[src/lsu_consts.svh]
`ifndef LSU_CONSTS_SVH
`define LSU_CONSTS_SVH

// Data word width in bits
`define LSU_XLEN 32

// Byte lanes in one data word
`define LSU_LANES 4

// Memory depth in words, index taken from address bits 9..2
`define LSU_MEM_WORDS 256

`endif

[src/byte_lane_bank.sv]
`timescale 1ns/1ps
`default_nettype none

`include "lsu_consts.svh"

module byte_lane_bank (
    input  wire logic                               clk_i,
    input  wire logic                               we_i,
    input  wire logic                               re_i,
    input  wire logic [$clog2(`LSU_MEM_WORDS)-1:0]  addr_i,
    input  wire logic [7:0]                         wdata_i,
    output logic [7:0]                              rdata_o
);

    // One byte per word of the data memory
    logic [7:0] mem [`LSU_MEM_WORDS];

    always_ff @(posedge clk_i) begin
        if (we_i) begin
            mem[addr_i] <= wdata_i;
        end
        if (re_i) begin
            rdata_o <= mem[addr_i]; // Held until the next read
        end
    end

    // Enables come from the decoder, X before its reset edge
    a_we_re_excl: assert property (@(posedge clk_i)
        !((we_i === 1'b1) && (re_i === 1'b1)))
        else $error("bank write and read in the same cycle");

endmodule

`default_nettype wire

[config.mk]
export PLATFORM = sky130hd
export DESIGN_NAME = byte_lane_bank
export DESIGN_NICKNAME = d
export VERILOG_FILES = /design/src/byte_lane_bank.sv
export VERILOG_INCLUDE_DIRS = /design/src /design/src/src
export SDC_FILE = /design/constraint.sdc
export NUM_CORES = 2
export LEC_CHECK = 0
export BUFFER_PORTS_ARGS = -buffer_cell sky130_fd_sc_hd__buf_2
export CORE_UTILIZATION = 60
export DETAILED_ROUTE_END_ITERATION = 12
export GPL_ROUTABILITY_DRIVEN = 0
export HOLD_SLACK_MARGIN = 0.1
export PLACE_DENSITY = 0.76
export SYNTH_ARGS = -nofsm -noshare
export SYNTH_HDL_FRONTEND = slang
export SYNTH_SLANG_ARGS = --single-unit
[constraint.sdc]
create_clock -name clk_i -period 3.2 [get_ports clk_i]
set_input_delay 0.16 -clock clk_i [delete_from_list [all_inputs] [get_ports clk_i]]
set_output_delay 0.16 -clock clk_i [all_outputs]
set_load 0.01 [all_outputs]
==> reports/metrics.yaml <==
powerDensity_nw_per_um2: 598
syn_to_final_growth_pct: 14.2
viasPerCell: 6.78
ios: 27
n_antenna_cell: 0
cts.path.max_buffers: 3
netlist_instances: 3547
routedWlPerCell_um: 32.3
drtIter0Drc: 5851
dieHeight_um: 364
h-tree-depth: 4
ir_drop_uv: 641
final_common_cell: "edfxtp_1"
die_w_um: 364
fin_skew_ns: 0.0346
critPathKind: "reg2reg"
port_buffers: 26
critPathArrivalTime_ns: 3.61
multi_input_area_um2: 15800
period_share_pct: 96.5
cts_buffers: 191
worst-slew-pin-transition_ns: 1.39
drv_cap: 0
grt_remaining_overflow: 0
rsz0062_at_grt: "no"
grt_usage_pct: 29.4
ant_nets: 0
fmax_mhz: 324
num_vias: 39895
finalSetupViolations: 0
seq_area_frac_synth_pct: 78.6
final_cell_area_um2: 89700
leakage_nw: 28.1
postCtsSetupBuffers: 0
yosysWarnings: 0
drive_gt1_share_pct: 29.9
finalMaxSlewViolations: 0
routed_wirelength_um: 190000
end_kind: "flop"
min_path_type: "in2reg"
grt_max_degree: 117
synth_cell_types: 21
drtPass1Iterations: 6
layout_min_cycle_time_ns: 3.09
fin_tns_setup_ns: 0
post_dp_cell_area_um2: 83800
grt_pass1_wl_um: 277000
cts.sinks: 2056
synth_fp_nets: 3566
clk_pin_slew_ns: 0.06
clk_latency_ns: 0.84
synth_area_um2: 78600
start_util_pct: 60.6
critPathLaunchType: "flop"
die_area_um2: 132000
num_rows: 132
worst-path-max-fanout: 1
ys_ff_latch: 2056
final_cell_mix: "edfxtp_1, mux4_2, buf_4, a22oi_1, nor2_1"
relSlewSlack_pct: 6.23
cts_tree: "yes"
syn_avg_cell_area_um2: 22.2
crit_required_ns: 3.72
hpwl_um: 114000
cts_root_buffer: "clkbuf_16"
num-fill-cells: 7494
coreArea_um2: 130000
status: "completed"
grt_pass1_vias: 40182
antenna_found_initial: 8
hold_viol: 0
layout.area.seq_um2: 61700
drc: 0
nets: 4003
==> state kept, by name, summed over array words and instances, names as in the netlist <==
register	flops
mem	2048
rdata_o	8
==> per-layer routing <==
layer  vias to the layer above  GRT usage, %  part of all wire (%)
met5                         -             0                 0.020
met1                     20700          42.2                    37
li1                      15927             -                     -
met3                       434          6.98                    12
met2                      2828          45.0                    47
met4                         6          10.6                   3.6
==> cells in the mapped netlist <==
master | n | area [um^2]
inv_1 | 1 | 3.75
mux4_2 | 512 | 11500
a22oi_1 | 256 | 1920
nand2_1 | 28 | 105
nand2b_1 | 6 | 37.5
edfxtp_1 | 2056 | 61700
buf_4 | 16 | 120
buf_2 | 36 | 180
clkbuf_1 | 145 | 544
nor3_1 | 30 | 150
o41ai_1 | 32 | 280
a21oi_1 | 128 | 641
nand4_1 | 8 | 50.1
or2_2 | 2 | 12.5
buf_6 | 16 | 180
nor2_1 | 232 | 871
buf_1 | 19 | 71.3
nor2b_1 | 7 | 43.8
or3_1 | 1 | 6.26
and2_1 | 3 | 18.8
nand3_1 | 13 | 65.1
==> stage by stage <==
| step | hold slack, ns | cells | setup slack [ns] | total power, mW | util [%] |
|---|---|---|---|---|---|
| after detailed placement | 0.558 | 5524 | -0.369 | 32.9 | 64.7 |
| after global placement | 0.559 | 5524 | -0.364 | 32.8 | 64.7 |
| after global routing | 0.197 | 5880 | 0.0161 | 54.9 | 69.2 |
| final | 0.210 | 5880 | 0.110 | 53.7 | 69.2 |
| after floorplan | 0.259 | 3547 | 0.821 | 31.6 | - |
| after CTS | 0.149 | 5880 | 0.189 | 53.9 | 69.2 |
==> cells by family after synthesis <==
family	share of synthesized area (%)
AO/OA/AOI/OAI	3.62
buffers and inverters	1.40
flip-flops	78.6
multiplexers	14.7
AND/OR/NAND/NOR	1.73
==> critical path, cell delays in order (launching register included) <==
cell and delay, ns:
edfxtp_1 0.36, mux4_2 0.46, a22oi_1 0.32, a21oi_1 0.18
o41ai_1 1.26, nand4_1 0.19
==> worst paths after layout <==
path,start,endpoint,slack (ns),depth (start not counted)
worst max-delay path,mem[111][1],rdata_o[1],0.11,5
worst max register to register,mem[111][1],rdata_o[1],0.11,5
worst min register to register,mem[26][1],rdata_o[1],1.14,6
worst min-delay path,addr_i[4],mem[105][2],0.21,5
==> power by group <==
part	internal (mW)	total [mW]	switching [mW]
combinational	0.971	2.63	1.66
sequential	29.7	29.7	0.0383
clock	11.7	21.3	9.67
==> repair_timing <==
item | in CTS | in global routing
hold buffers | 9 | 0
hold endpoints to repair | 461 | 0
resized for setup | 0 | 0
==> area by class of cell <==
class	count	area share, %
Tap cell	1742	2.43
Sequential cell	2056	68.8
Inverter	1	0.00418
Clock inverter	111	0.904
Timing Repair Buffer	476	4.71
Multi-Input combinational cell	1258	17.6
Clock buffer	236	5.54
Power figures use the tool's default switching activity.
