**src/lsu_consts.svh**
```systemverilog
`ifndef LSU_CONSTS_SVH
`define LSU_CONSTS_SVH

// Data word width in bits
`define LSU_XLEN 32

// Byte lanes in one data word
`define LSU_LANES 4

// Memory depth in words, index taken from address bits 9..2
`define LSU_MEM_WORDS 256

`endif

```
**src/lsu_pkg.sv**
```systemverilog
`default_nettype none

`include "lsu_consts.svh"

package lsu_pkg;

    // Memory micro-operations accepted by the data path
    typedef enum logic [3:0] {
        NOP = 4'd0,
        LB  = 4'd1,
        LBU = 4'd2,
        LH  = 4'd3,
        LHU = 4'd4,
        LW  = 4'd5,
        SB  = 4'd6,
        SH  = 4'd7,
        SW  = 4'd8
    } mem_uop_t;

    // Width of one access
    typedef enum logic [1:0] {
        SIZE_NONE = 2'd0,
        SIZE_BYTE = 2'd1,
        SIZE_HALF = 2'd2,
        SIZE_WORD = 2'd3
    } access_size_t;

    typedef logic [`LSU_XLEN-1:0]  word_t;      // Store data, lane data, load result
    typedef logic [`LSU_LANES-1:0] byte_mask_t; // Bit k enables lane k

endpackage

`default_nettype wire

```
**src/mem_op_decoder.sv**
```systemverilog
`timescale 1ns/1ps
`default_nettype none

`include "lsu_consts.svh"

module mem_op_decoder
    import lsu_pkg::*;
(
    input  wire logic                                clk_i,
    input  wire logic                                rst_n_i,
    input  wire logic                                req_i,
    input  wire mem_uop_t                            uop_i,
    input  wire word_t                               addr_i,
    input  wire word_t                               wdata_i,
    output byte_mask_t                               lane_we_o,
    output byte_mask_t                               lane_re_o,
    output word_t                                    lane_wdata_o,
    output logic [$clog2(`LSU_MEM_WORDS)-1:0]        word_idx_o,
    output logic                                     ld_o,
    output logic                                     ld_signed_o,
    output access_size_t                             size_o,
    output logic [1:0]                               offset_o,
    output logic                                     misalign_o
);

    localparam int IDX_W = $clog2(`LSU_MEM_WORDS);

    access_size_t size_d;
    logic         rd_d;
    logic         wr_d;
    logic         signed_d;
    logic [1:0]   offset;
    byte_mask_t   mask_d;
    logic         misalign_d;
    logic         go_d;        // Legal operation that touches the banks

    // Lanes offset .. offset+size-1
    function automatic byte_mask_t mask_sel(access_size_t size, logic [1:0] off);
        byte_mask_t m;
        case (size)
            SIZE_BYTE: m = byte_mask_t'(4'b0001) << off;
            SIZE_HALF: m = byte_mask_t'(4'b0011) << off;
            SIZE_WORD: m = byte_mask_t'(4'b1111) << off;
            default:   m = '0;
        endcase
        return m;
    endfunction

    assign offset = addr_i[1:0];

    always_comb begin
        size_d   = SIZE_NONE;
        rd_d     = 1'b0;
        wr_d     = 1'b0;
        signed_d = 1'b0;
        case (uop_i)
            LB: begin
                size_d   = SIZE_BYTE;
                rd_d     = 1'b1;
                signed_d = 1'b1;
            end
            LBU: begin
                size_d = SIZE_BYTE;
                rd_d   = 1'b1;
            end
            LH: begin
                size_d   = SIZE_HALF;
                rd_d     = 1'b1;
                signed_d = 1'b1;
            end
            LHU: begin
                size_d = SIZE_HALF;
                rd_d   = 1'b1;
            end
            LW: begin
                size_d = SIZE_WORD;
                rd_d   = 1'b1;
            end
            SB: begin
                size_d = SIZE_BYTE;
                wr_d   = 1'b1;
            end
            SH: begin
                size_d = SIZE_HALF;
                wr_d   = 1'b1;
            end
            SW: begin
                size_d = SIZE_WORD;
                wr_d   = 1'b1;
            end
            default: ; // NOP keeps the defaults
        endcase
    end

    assign mask_d = mask_sel(size_d, offset);

    // Halfword may not start at offset 3, word only at offset 0
    assign misalign_d = req_i &&
                        (((size_d == SIZE_HALF) && (offset == 2'd3)) ||
                         ((size_d == SIZE_WORD) && (offset != 2'd0)));

    assign go_d = req_i && (size_d != SIZE_NONE) && !misalign_d;

    always_ff @(posedge clk_i) begin
        if (!rst_n_i) begin
            lane_we_o  <= '0;
            lane_re_o  <= '0;
            ld_o       <= 1'b0;
            misalign_o <= 1'b0;
        end else begin
            lane_we_o  <= mask_d & {`LSU_LANES{go_d & wr_d}};
            lane_re_o  <= mask_d & {`LSU_LANES{go_d & rd_d}};
            ld_o       <= go_d & rd_d;
            misalign_o <= misalign_d;
        end
    end

    // Payload, qualified by the strobes above
    always_ff @(posedge clk_i) begin
        lane_wdata_o <= wdata_i << {offset, 3'b000}; // Store bytes onto their lanes
        word_idx_o   <= addr_i[IDX_W+1:2];
        ld_signed_o  <= signed_d;
        size_o       <= size_d;
        offset_o     <= offset;
    end

    a_we_re_excl: assert property (@(posedge clk_i) disable iff (!rst_n_i)
        !((|lane_we_o) && (|lane_re_o)))
        else $error("lane write and read enables both active");

    a_misalign_no_en: assert property (@(posedge clk_i) disable iff (!rst_n_i)
        misalign_o |-> ((lane_we_o == '0) && (lane_re_o == '0)))
        else $error("misaligned operation reached the banks");

endmodule

`default_nettype wire
```
**config.mk**
```make
export PLATFORM = sky130hd
export DESIGN_NAME = mem_op_decoder
export DESIGN_NICKNAME = d
export VERILOG_FILES = /design/src/lsu_pkg.sv /design/src/mem_op_decoder.sv
export VERILOG_INCLUDE_DIRS = /design/src /design/src/src
export SDC_FILE = /design/constraint.sdc
export NUM_CORES = 1
export LEC_CHECK = 0
export ABC_CLOCK_PERIOD_IN_PS = 2250
export CAP_MARGIN = 20
export CORE_MARGIN = 2
export CORE_UTILIZATION = 45
export CTS_BUF_LIST = sky130_fd_sc_hd__clkbuf_4
export CTS_CLUSTER_SIZE = 20
export DETAILED_ROUTE_END_ITERATION = 12
export DONT_BUFFER_PORTS = 1
export MAX_ROUTING_LAYER = met4
export PLACE_DENSITY = 0.61
export SYNTH_ARGS = -nofsm -noshare
export SYNTH_HDL_FRONTEND = slang
export SYNTH_SLANG_ARGS = --single-unit
```
**constraint.sdc**
```tcl
create_clock -name clk_i -period 2.25 [get_ports clk_i]
set_input_delay 0 -clock clk_i [delete_from_list [all_inputs] [get_ports clk_i]]
set_output_delay 0 -clock clk_i [all_outputs]
set_load 0.05 [all_outputs]
```
==> PnR_summary.wiki <==
{| class="wikitable"
! Metric !! Value
|-
| Status || completed
|-
| Final wirelength || 5570 µm
|-
| Library cell with the highest instance count after synthesis || sky130_fd_sc_hd__dfxtp_1
|-
| Buffer depth of the longest clock path || 2
|-
| Crit Path Max Fanout || 39
|-
| # hold bufs at CTS || 77
|-
| Width of the die || 70.2 µm
|-
| Total Power || 1.97 mW
|-
| Cell Area, Placed || 1980 µm²
|-
| Post-CTS sizing || 0
|-
| Net switching power || 0.646 mW
|-
| Period minus WS final || 2.05 ns
|-
| Drt via density || 5.38
|-
| Top area cells in the synthesized netlist || sky130_fd_sc_hd__dfxtp_1 56%, sky130_fd_sc_hd__mux2i_1 8.1%, sky130_fd_sc_hd__nor2b_1 4.1%
|-
| Share of post-route cells with drive strength above 1 || 7.66%
|-
| Class of the most critical hold timing path || in2reg
|-
| Cell taking the most area after synthesis || sky130_fd_sc_hd__dfxtp_1
|-
| Final worst-path cycle share || 91.3%
|-
| Y dimension of the die || 70.2 µm
|-
| Number of antenna violations at the first check in global routing || 0
|-
| Dpl ws || 0.986 ns
|-
| Syn Area/Cell || 10.6 µm²
|-
| Max-cap violations || 0
|-
| Pin slew with the least headroom to its limit || 0.506 ns
|-
| Min setup slack post-route || 0.195 ns
|-
| Post-synth net total || 258
|-
| Clock transition time at the flip-flop clock pins of the worst setup and hold paths || 0.16 ns
|-
| Antenna diodes || 0
|-
| Remaining design rule violation count || 0
|-
| Combinational share of power || 14.0%
|-
| CTS tree || built
|-
| Core area || 4290 µm²
|-
| Die outline area || 4930 µm²
|-
| Detailed Route Iter0 Violations || 79
|-
| IO Port Bufs || 0
|-
| Global-route wire length before repair || 8740 µm
|-
| Count of final max-slew check failures || 0
|-
| Startpoint class of the critical path || primary input
|-
| Proportion of synthesized chip area in sequential cells || 55.8%
|-
| Sink Count || 55
|-
| Fraction of power spent switching nets || 32.8%
|-
| Finished layout cell area || 2830 µm²
|-
| Worst slew slack as a fraction of its limit || 66.2%
|-
| Placer's final routability congestion estimate || 0.753
|-
| Maximum number of pins on one net before global-route repair || 40
|-
| Area share of the leading cell type in the synthesized netlist || 55.8%
|-
| Final cell utilization of the core || 66.0%
|-
| Number of CTS-inserted buffers || 5
|-
| Overall overflow remaining after global route || 0
|-
| Syn Std Cell Area || 1970 µm²
|-
| Post-Synthesis Cells || 187
|-
| Starting density of the core || 45.9%
|-
| Number of distinct library cell variants in the gate-level netlist after synthesis || 39
|-
| RSZ-0062 raised after global routing || false
|-
| Placed cells || 228
|-
| Post-route ant nets || 0
|-
| Final cell count without fillers || 313
|-
| Static leakage || 1.14 nW
|-
| # setup viols final || 0
|-
| EDFF count, synth || 0
|-
| GR Util All Layers || 23.7%
|-
| Layout area overhead || 43.6%
|-
| Commonest cells post-synth || 55 x sky130_fd_sc_hd__dfxtp_1, 16 x sky130_fd_sc_hd__mux2i_1, 13 x sky130_fd_sc_hd__nor2b_1
|-
| Fraction of synthesis flops using an asynchronous set or reset pin || 0%
|-
| Setup Crit Path Kind || in2reg
|-
| Internal power summed over all cells || 1.32 mW
|-
| Net count of the finished layout || 331
|-
| Cell Pwr Density || 695 nW/µm²
|-
| Via count || 1684
|-
| Seq pwr share || 64.0%
|-
| Detail-routed net length per standard cell || 17.8 µm
|-
| Count of synthesis-stage warnings from yosys || 0
|-
| Setup Fix Bufs, Post-CTS || 0
|-
| Length of the first detailed-routing pass in iterations || 4
|-
| Upper clock frequency limit || 0.487 GHz
|-
| Number of global-route vias before repair || 1774
|-
| Dominant synthesized flop cell || sky130_fd_sc_hd__dfxtp_1
|-
| Peak VDD IR || 287 µV
|-
| Type of destination of the critical path || flop
|-
| Post-detail-place hpwl || 2980 µm
|-
| Setup TNS after final layout || 0 ns
|-
| Synthesis-stage register bit count || 55
|-
| Number of H-tree branching levels || 2
|-
| Clock root buffer || sky130_fd_sc_hd__clkbuf_4
|-
| Data required time at the worst endpoint || 2.52 ns
|-
| Part of the total power dissipated in the clock network || 22.0%
|-
| Worst Hold Slack || 0.0188 ns
|-
| Depth of the worst hold-timing path || 3
|-
| Number of I/O pins || 126
|-
| Arrival time reported for the critical path endpoint || 2.33 ns
|-
| Number of hold violations in the final report || 0
|-
| Site Rows || 24
|}
final cells by class:
class,count,area [µm²]
Multi-Input combinational cell,118,796
Clock buffer,5,37.5
Fill cell,344,1460
Inverter,1,3.75
Clock inverter,3,25.0
Tap cell,52,65.1
Timing Repair Buffer,79,806
Sequential cell,55,1100
routing by layer:
layer  up-vias  GRT usage [%]  routed length [µm]
met4         0           7.91                  77
met2        71           42.5                3120
li1        792              -                   -
met3         8           6.35                 295
met1       813           25.2                2070
met5         -              -                   0
final timing paths:
check / from / to / slack (ns)
min: addr_i[0] / lane_wdata_o[2] / 0.02
max: addr_i[1] / lane_wdata_o[25] / 0.20
sequential cells by signal, indices dropped and copies added (netlist names):
| name | flops |
|---|---|
| lane_we_o | 4 |
| word_idx_o | 8 |
| lane_wdata_o | 32 |
| ld_o | 1 |
| lane_re_o | 4 |
| ld_signed_o | 1 |
| misalign_o | 1 |
| size_o | 2 |
| offset_o | 2 |
worst max-delay path, stage by stage:
cell                            delay [ns]
sky130_fd_sc_hd__dlygate4sd3_1        0.61
sky130_fd_sc_hd__buf_12               0.24
sky130_fd_sc_hd__mux2i_1              0.21
sky130_fd_sc_hd__dlygate4sd3_1        0.60
sky130_fd_sc_hd__a21oi_1              0.08
sky130_fd_sc_hd__dlygate4sd3_1        0.57
logic make-up after synthesis:
group / count (synthesis) / share of synthesized area (%)
muxes: 16 / 8.12
buffers and inverters: 14 / 3.87
AOI/OAI and AO/OA: 42 / 14.0
adders and majority gates: 1 / 0.507
and+or+nand+nor: 58 / 17.2
DFF: 55 / 55.8
xor gates and xnor gates: 1 / 0.444
power groups by stage:
stage	Sequential, mW	Clock, mW	Combinational [mW]
2_1_floorplan	1.28	0	0.116
3_3_place_gp	1.28	0	0.0969
3_5_place_dp	1.28	0	0.103
4_1_cts	1.26	0.440	0.267
5_1_grt	1.27	0.476	0.298
6_report	1.26	0.434	0.275
placed cells by master (no fill, tap or decap), types with 2 or more instances in the layout:
master                          Yosys  final
sky130_fd_sc_hd__a21oi_1           11     11
sky130_fd_sc_hd__dfxtp_1           55     55
sky130_fd_sc_hd__nor2b_1           13     13
sky130_fd_sc_hd__a211oi_1           8      8
sky130_fd_sc_hd__clkbuf_4           0      5
sky130_fd_sc_hd__o21ai_0           11     11
sky130_fd_sc_hd__dlygate4sd3_1      0     75
sky130_fd_sc_hd__buf_4              0      2
sky130_fd_sc_hd__a21o_1             2      2
sky130_fd_sc_hd__clkinv_4           0      2
sky130_fd_sc_hd__nor2_1            11     11
sky130_fd_sc_hd__nand2_1           10     10
sky130_fd_sc_hd__nand3b_1           2      2
sky130_fd_sc_hd__nor4_1             3      3
sky130_fd_sc_hd__mux2i_1           16     16
sky130_fd_sc_hd__and2_1             9      9
sky130_fd_sc_hd__a21boi_1           2      2
sky130_fd_sc_hd__buf_12             0      2
Power figures use the tool's default switching activity.
