## config.mk

```make
export PLATFORM = sky130hd
export DESIGN_NAME = load_aligner
export DESIGN_NICKNAME = d
export VERILOG_FILES = /design/src/lsu_pkg.sv /design/src/load_aligner.sv
export VERILOG_INCLUDE_DIRS = /design/src /design/src/src
export SDC_FILE = /design/constraint.sdc
export NUM_CORES = 1
export LEC_CHECK = 0
export BUFFER_PORTS_ARGS = -buffer_cell sky130_fd_sc_hd__buf_2
export CAP_MARGIN = 20
export CORE_MARGIN = 1
export CORE_UTILIZATION = 42
export DETAILED_ROUTE_END_ITERATION = 8
export PLACE_DENSITY = 0.85
export SETUP_SLACK_MARGIN = 0.1
export SYNTH_ARGS = -nofsm -noshare
export SYNTH_HDL_FRONTEND = slang
export SYNTH_SLANG_ARGS = --single-unit
export TNS_END_PERCENT = 20
```

## constraint.sdc

```tcl
create_clock -name clk_i -period 4.5 [get_ports clk_i]
set_input_delay 1.125 -clock clk_i [delete_from_list [all_inputs] [get_ports clk_i]]
set_output_delay 1.125 -clock clk_i [all_outputs]
set_load 0.05 [all_outputs]
```

## src/lsu_consts.svh

```systemverilog
`ifndef LSU_CONSTS_SVH
`define LSU_CONSTS_SVH

// Data word width in bits
`define LSU_XLEN 32

// Byte lanes in one data word
`define LSU_LANES 4

// Memory depth in words, index taken from address bits 9..2
`define LSU_MEM_WORDS 256

`endif

```

## src/lsu_pkg.sv

```systemverilog
`default_nettype none

`include "lsu_consts.svh"

package lsu_pkg;

    // Memory micro-operations accepted by the data path
    typedef enum logic [3:0] {
        NOP = 4'd0,
        LB  = 4'd1,
        LBU = 4'd2,
        LH  = 4'd3,
        LHU = 4'd4,
        LW  = 4'd5,
        SB  = 4'd6,
        SH  = 4'd7,
        SW  = 4'd8
    } mem_uop_t;

    // Width of one access
    typedef enum logic [1:0] {
        SIZE_NONE = 2'd0,
        SIZE_BYTE = 2'd1,
        SIZE_HALF = 2'd2,
        SIZE_WORD = 2'd3
    } access_size_t;

    typedef logic [`LSU_XLEN-1:0]  word_t;      // Store data, lane data, load result
    typedef logic [`LSU_LANES-1:0] byte_mask_t; // Bit k enables lane k

endpackage

`default_nettype wire

```

## src/load_aligner.sv

```systemverilog
`timescale 1ns/1ps
`default_nettype none

`include "lsu_consts.svh"

module load_aligner
    import lsu_pkg::*;
(
    input  wire logic          clk_i,
    input  wire logic          rst_n_i,
    input  wire word_t         lane_rdata_i,
    input  wire logic          ld_i,
    input  wire logic          ld_signed_i,
    input  wire access_size_t  size_i,
    input  wire logic [1:0]    offset_i,
    input  wire logic          misalign_i,
    output logic               load_valid_o,
    output word_t              load_data_o,
    output logic               misalign_o
);

    logic         ld_q;
    logic         misalign_q;
    logic         signed_q;
    access_size_t size_q;
    logic [1:0]   offset_q;
    word_t        shifted;
    logic         sign_bit;

    // Control delayed one stage to meet the bank read data
    always_ff @(posedge clk_i) begin
        if (!rst_n_i) begin
            ld_q       <= 1'b0;
            misalign_q <= 1'b0;
        end else begin
            ld_q       <= ld_i;
            misalign_q <= misalign_i;
        end
    end

    always_ff @(posedge clk_i) begin
        signed_q <= ld_signed_i;
        size_q   <= size_i;
        offset_q <= offset_i;
    end

    // Addressed bytes down to lane 0
    assign shifted = lane_rdata_i >> {offset_q, 3'b000};

    always_comb begin
        sign_bit = 1'b0;
        case (size_q)
            SIZE_BYTE: begin
                sign_bit    = signed_q & shifted[7];
                load_data_o = {{(`LSU_XLEN-8){sign_bit}}, shifted[7:0]};
            end
            SIZE_HALF: begin
                sign_bit    = signed_q & shifted[15];
                load_data_o = {{(`LSU_XLEN-16){sign_bit}}, shifted[15:0]};
            end
            default: begin
                load_data_o = shifted; // Full word, no extension
            end
        endcase
    end

    assign load_valid_o = ld_q;
    assign misalign_o   = misalign_q;

    // Decoder drops the load strobe for a misaligned access
    a_valid_misalign_excl: assert property (@(posedge clk_i) disable iff (!rst_n_i)
        !(load_valid_o && misalign_o))
        else $error("load result and misalign flagged together");

endmodule

`default_nettype wire

```

==> results of run 1 <==
==> flip-flops by register name, summed over array words and instances, names as in the netlist <==
register,cells
offset_q,2
size_q,2
load_valid_o,1
misalign_o,1
signed_q,1
==> metrics by stage <==
stage,cells,hold slack [ns],instance area (sq um),utilization [%],worst slack (ns)
3_3_place_gp,210,1.229,1287,63.05,1.005
4_1_cts,214,0.9712,1314,64.34,0.9334
3_5_place_dp,210,1.229,1287,63.05,0.9683
2_1_floorplan,119,1.153,957.2,-,0.8999
5_1_grt,214,0.9605,1314,64.34,0.7690
6_report,214,0.9788,1314,64.34,0.9163
==> cell usage in the layout, fill, tap and decap left out, types with 3 or more instances in the layout <==
master and count:
buf_2 74, nand2_1 25, mux2i_1 15, o211ai_1 14, o21ai_0 11, mux2_2 8, dfxtp_1 7, a2bb2oi_1 6
o21ai_1 4, nor2b_1 3, clkbuf_4 3
==> layer usage <==
metal | part of all wire, % | track usage, % | routed length (um) | vias to the layer above
met5 | 0 | 0 | 0 | -
met4 | 0.57 | 9.048 | 16 | 0
met3 | 6.3 | 1.852 | 177 | 2
met2 | 50 | 44.82 | 1418 | 54
met1 | 43 | 26.77 | 1199 | 521
li1 | - | - | - | 575
==> cell families (layout without fill, tap and decap cells) <==
kind of cell	after synthesis	count (layout)	synth area share, %
AOI/OAI and AO/OA	39	39	28.63
and+or+nand+nor	34	34	17.39
muxes	24	24	27.45
buffers and inverters	13	81	9.282
DFF	7	7	14.64
adders and majority gates	2	2	2.614
==> power breakdown <==
group	total [mW]	switching [mW]	internal, mW
Combinational	0.211	0.149	0.0621
Sequential	0.0718	0.00628	0.0655
Clock	0.0547	0.0210	0.0337
Total	0.337	0.176	0.161
==> how the worst min path moves through the flow <==
| stage | startpoint | end | depth (start not counted) |
|---|---|---|---|
| 2_1_floorplan | offset_i[0] | offset_q[0]$_DFF_P_ | 0 |
| 3_3_place_gp | size_i[0] | size_q[0]$_DFF_P_ | 1 |
| 3_5_place_dp | size_i[0] | size_q[0]$_DFF_P_ | 1 |
| 4_1_cts | offset_i[0] | offset_q[0]$_DFF_P_ | 1 |
| 5_1_grt | offset_i[1] | offset_q[1]$_DFF_P_ | 1 |
| 6_report | offset_i[0] | offset_q[0]$_DFF_P_ | 1 |
==> final cells by class <==
class / count / area, sq um
repair buffers: 75 / 377.9
inverters: 2 / 7.507
fillers: 204 / 728.2
multi-input cells: 99 / 728.2
flip-flops and latches: 7 / 140.1
well taps: 27 / 33.78
clock buffers: 4 / 26.28
==> flow_summary_export.csv, run 1 <==
group,metric,value,unit
route,ant_nets,0,
cts,postCtsSetupRepairBufs,0,
floorplanning,coreArea,2042,sq um
status,outcome,"completed",
floorplanning,start_util,46.88,%
cts,cts_resized,0,
sta,setup_viol,0,
worst_hold_path,hp-class,"in2reg",
synthesis,synth-main-ff-cell,"dfxtp_1",
sta,slew_violations,0,
worst_setup_path,cp.depth,4,
cts,cts.sinks,7,
route,drtPass1Iterations,4,
sta,relSlewSlack,41.08,%
job,cap_viol_max_count,0,
synthesis,ys_seq_elements,7,
route,drt-initial-drc-count,14,
sta,fmax,279.0,MHz
worst_setup_path,slowest_stage,"dfxtp_1",
sta,tightest_slew,0.8826,ns
sta,period_share,79.64,%
floorplanning,dieArea,2474,sq um
cts,cts_buffers,3,
global_routing,grt_max_degree,29,
worst_setup_path,path_max_fanout,28,
global_routing,grt_pass1_wl,4629,um
global_routing,antenna_found_initial,0,
worst_setup_path,path_class,"reg2out",
synthesis,yosysTopAreaCell,"mux2i_1",
worst_setup_path,path_delay_family,"flip-flops",
synthesis,syn_inst,119,
cells_and_area,antenna_cells,0,
synthesis,synth_nets,162,
worst_setup_path,critPathLaunchType,"register",
route,vias,1152,
synthesis,seq_area_frac_synth,14.64,%
worst_setup_path,crit_required,3.38,ns
cells_and_area,syn2layout_area_growth,37.25,%
cts,cts_tree,"done",
cts,postCtsHoldBufs,0,
synthesis,synth_area_leaders,"mux2i_1 16%, dfxtp_1 15%, o211ai_1 11%",
sta,finalSetupTns,0,ns
worst_setup_path,cpPeakStageDelay,0.89,ns
route,wirelength,2811,um
cells_and_area,drive_gt1_share,48.66,%
global_routing,grt_overflow_total,0,
global_routing,grtUsageTotal,23.62,%
worst_setup_path,path_cells,"mux4_2 > nand3_4 > o211ai_1 > buf_2",
synthesis,synth_top_area_share,15.69,%
cells_and_area,final_nets,231,
synthesis,synthesis.area,957.2,sq um
cts,htreeDepth,1,
worst_setup_path,crit_start,"offset_q[1]$_DFF_P_",
synthesis,yosysMostFrequentCell,"nand2_1",
synthesis,netlist-cell-type-count,26,
cts,root_buffer,"clkbuf_4",
synthesis,yosys_warnings,0,
power,p_per_area,256.6,nW/um^2
synthesis,synth-edff-count,0,
power,p_total,337.1,uW
sta,rsz0062_at_grt,"no",
floorplanning,rows,16,
floorplanning,fp.dieH,49.74,um
worst_setup_path,cp-end-kind,"output port",
sta,min_period,3.584,ns
power,leakage,0.6943,nW
worst_setup_path,cp_num_buf_inv,1,
worst_setup_path,arrival,2.46,ns
placement,numPortBuffers,74,
route,detail_route.wl_per_cell,13.14,um
sta,hold_violations,0,
cts,path_clk_slew,0.05,ns
placement,gp_congestion,0.7056,
global_routing,grt_pass1_vias,1122,
floorplanning,ios,75,
placement,place_hpwl,2190,um
route,drc,0,
power,worst_ir_drop_vdd,0.1808,mV
cts,clockBufferDepth,2,
synthesis,synth_commonest_cells,"25 x nand2_1, 15 x mux2i_1, 14 x o211ai_1, 11 x o21ai_0, 8 x mux2_2",
floorplanning,dieWidth,49.74,um
worst_setup_path,cp-endpoint,"load_data_o[25]",
synthesis,postSynthAreaPerCell,8.043,sq um
synthesis,synth_async_sr_flop_share,0,%
route,viasPerCell,5.383,
Note: power is estimated with default switching activity, not from simulation.
==> run 2: changes to the inputs <==
--- a/config.mk
+++ b/config.mk
@@ -9,9 +9,9 @@
 export BUFFER_PORTS_ARGS = -buffer_cell sky130_fd_sc_hd__buf_2
 export CAP_MARGIN = 20
 export CORE_MARGIN = 1
-export CORE_UTILIZATION = 42
+export CORE_UTILIZATION = 39
 export DETAILED_ROUTE_END_ITERATION = 8
-export PLACE_DENSITY = 0.85
+export PLACE_DENSITY = 0.79
 export SETUP_SLACK_MARGIN = 0.1
 export SYNTH_ARGS = -nofsm -noshare
 export SYNTH_HDL_FRONTEND = slang
==> constraint.sdc (replaced) <==
create_clock -name clk_i -period 3.44 [get_ports clk_i]
set_input_delay 0.86 -clock clk_i [delete_from_list [all_inputs] [get_ports clk_i]]
set_output_delay 0.86 -clock clk_i [all_outputs]
set_load 0.05 [all_outputs]
==> run 2 against run 1 <==
  * Wire length decreased by 3.6%
  * First-iteration DRC count up 57%
  * Power is 31% higher
  * Count of clock-buffer cells in the layout unchanged
  * Die area grew 7.4%
  * Critical endpoint is now load_data_o[10]
  * Clock power grew 30%
  * Global-route usage shrank 2.8 points
  * Critical path depth increased by 1
  * Highest routed layer is now met3
  * Non-clock buffer count is 2 higher
==> flow_summary_export.csv, run 2 (synthesis gave the netlist of run 1 again) <==
group,metric,value,unit
route,drt-initial-drc-count,22,
route,drc,0,
sta,fmax,326.4,MHz
floorplanning,coreArea,2255,sq um
worst_setup_path,cpPeakStageDelay,0.61,ns
cts,cts_buffers,3,
cells_and_area,fin_cells,217,
route,ant_nets,0,
sta,tightest_slew,0.6085,ns
cts,root_buffer,"clkbuf_4",
sta,slew_violations,0,
floorplanning,rows,17,
cells_and_area,mostFrequentLayoutCell,"buf_2",
sta,hold_violations,0,
global_routing,grtUsageTotal,20.86,%
cts,postCtsSetupRepairBufs,0,
sta,period_share,89.07,%
global_routing,grt_overflow_total,0,
job,cap_viol_max_count,0,
cts,postCtsHoldBufs,0,
worst_setup_path,arrival,2.20,ns
sta,relSlewSlack,59.43,%
sta,setup_viol,0,
sta,holdWs,0.7159,ns
worst_setup_path,slowest_stage,"dfxtp_1",
cts,cts_resized,0,
worst_setup_path,critPathLaunchType,"register",
sta,rsz0062_at_grt,"no",
worst_hold_path,hold_depth,1,
global_routing,grt_pass1_wl,4326,um
global_routing,grt_pass1_vias,1033,
worst_setup_path,path_max_fanout,15,
worst_setup_path,path_cells,"buf_4 > nor2b_1 > a2bb2oi_1 > o21ai_0 > buf_2",
worst_setup_path,crit_required,2.58,ns
power,leakage,0.7039,nW
power,p_per_area,331.7,nW/um^2
cts,path_clk_slew,0.05,ns
route,drtPass1Iterations,4,
sta,min_period,3.064,ns
cells_and_area,final_cell_mix,"74 x buf_2, 25 x nand2_1, 15 x mux2i_1",
global_routing,antenna_found_initial,0,
route,detail_route.wl_per_cell,12.49,um
worst_hold_path,hp-class,"in2reg",
floorplanning,fp.dieH,51.54,um
placement,place_inst,213,
placement,gp_congestion,0.6830,
worst_setup_path,cp-end-kind,"output port",
cts,htreeDepth,1,
cells_and_area,drive_gt1_share,49.21,%
floorplanning,start_util,42.45,%
floorplanning,ios,75,
cells_and_area,fill_cells,222,
placement,numPortBuffers,74,
floorplanning,dieWidth,51.54,um
floorplanning,dieArea,2656,sq um
cells_and_area,syn2layout_area_growth,38.95,%
power,worst_ir_drop_vdd,0.3420,mV
route,viasPerCell,5.286,
cells_and_area,antenna_cells,0,
global_routing,grt_max_degree,25,
status,outcome,"completed",
cts,clockBufferDepth,2,
placement,place_hpwl,2117,um
worst_setup_path,path_class,"reg2out",
sta,finalSetupTns,0,ns
cts,cts.sinks,7,
route,vias,1147,
power,p_total,441.2,uW
route,wirelength,2711,um
cells_and_area,top_regs,"offset_q x2, size_q x2",
cells_and_area,final_nets,233,
cts,cts_tree,"done",
## run 2: cell types whose count changed in the layout (fill, tap and decap cells not counted), sizes merged
| cell | change |
|---|---|
| buf | +2 |
## run 2: metal layers
metal,wire (um),share of wire [%],vias to the layer above,GRT usage [%]
met5,0,0,-,0
met1,1169,43,509,25.62
met2,1364,50,55,38.96
li1,-,-,583,-
met4,0,0,0,4.955
met3,177,6.5,0,1.462
## run 2: final cells by class
type	instances	area (sq um)	area share [%]
sequential	7	140.1	10.54
timing repair buffer	77	392.9	29.54
clock buffer	4	26.28	1.976
inverter	2	7.507	0.5644
multi-input combinational	99	728.2	54.75
tap	28	35.03	2.634
## run 2: path summary, 6_finish.rpt
path	start	endpoint	slack, ns
max	offset_q[1]$_DFF_P_	load_data_o[10]	0.38
min	offset_i[1]	offset_q[1]$_DFF_P_	0.72
## run 2: power breakdown
group	total (mW)	leakage, nW	switching, mW	internal (mW)
Sequential	0.0894	0.0589	0.00371	0.0857
Combinational	0.281	0.630	0.198	0.0827
Clock	0.0712	0.0150	0.0271	0.0441
Total	0.441	0.704	0.229	0.212
## run 2: critical path: cells and delay by family (launching register included)
kind            cells  cell delay (ns)
simple gates        1             0.47
flops               1             0.61
buf+inv             2             0.59
compound gates      2             0.29
## run 2: metrics by stage
step,setup slack (ns),cell area (sq um),util (%)
4_1_cts,0.3574,1330,58.99
3_5_place_dp,0.4528,1304,57.82
6_report,0.3761,1330,58.99
3_3_place_gp,0.4771,1304,57.82
5_1_grt,0.1971,1330,58.99
2_1_floorplan,0.3699,957.2,-
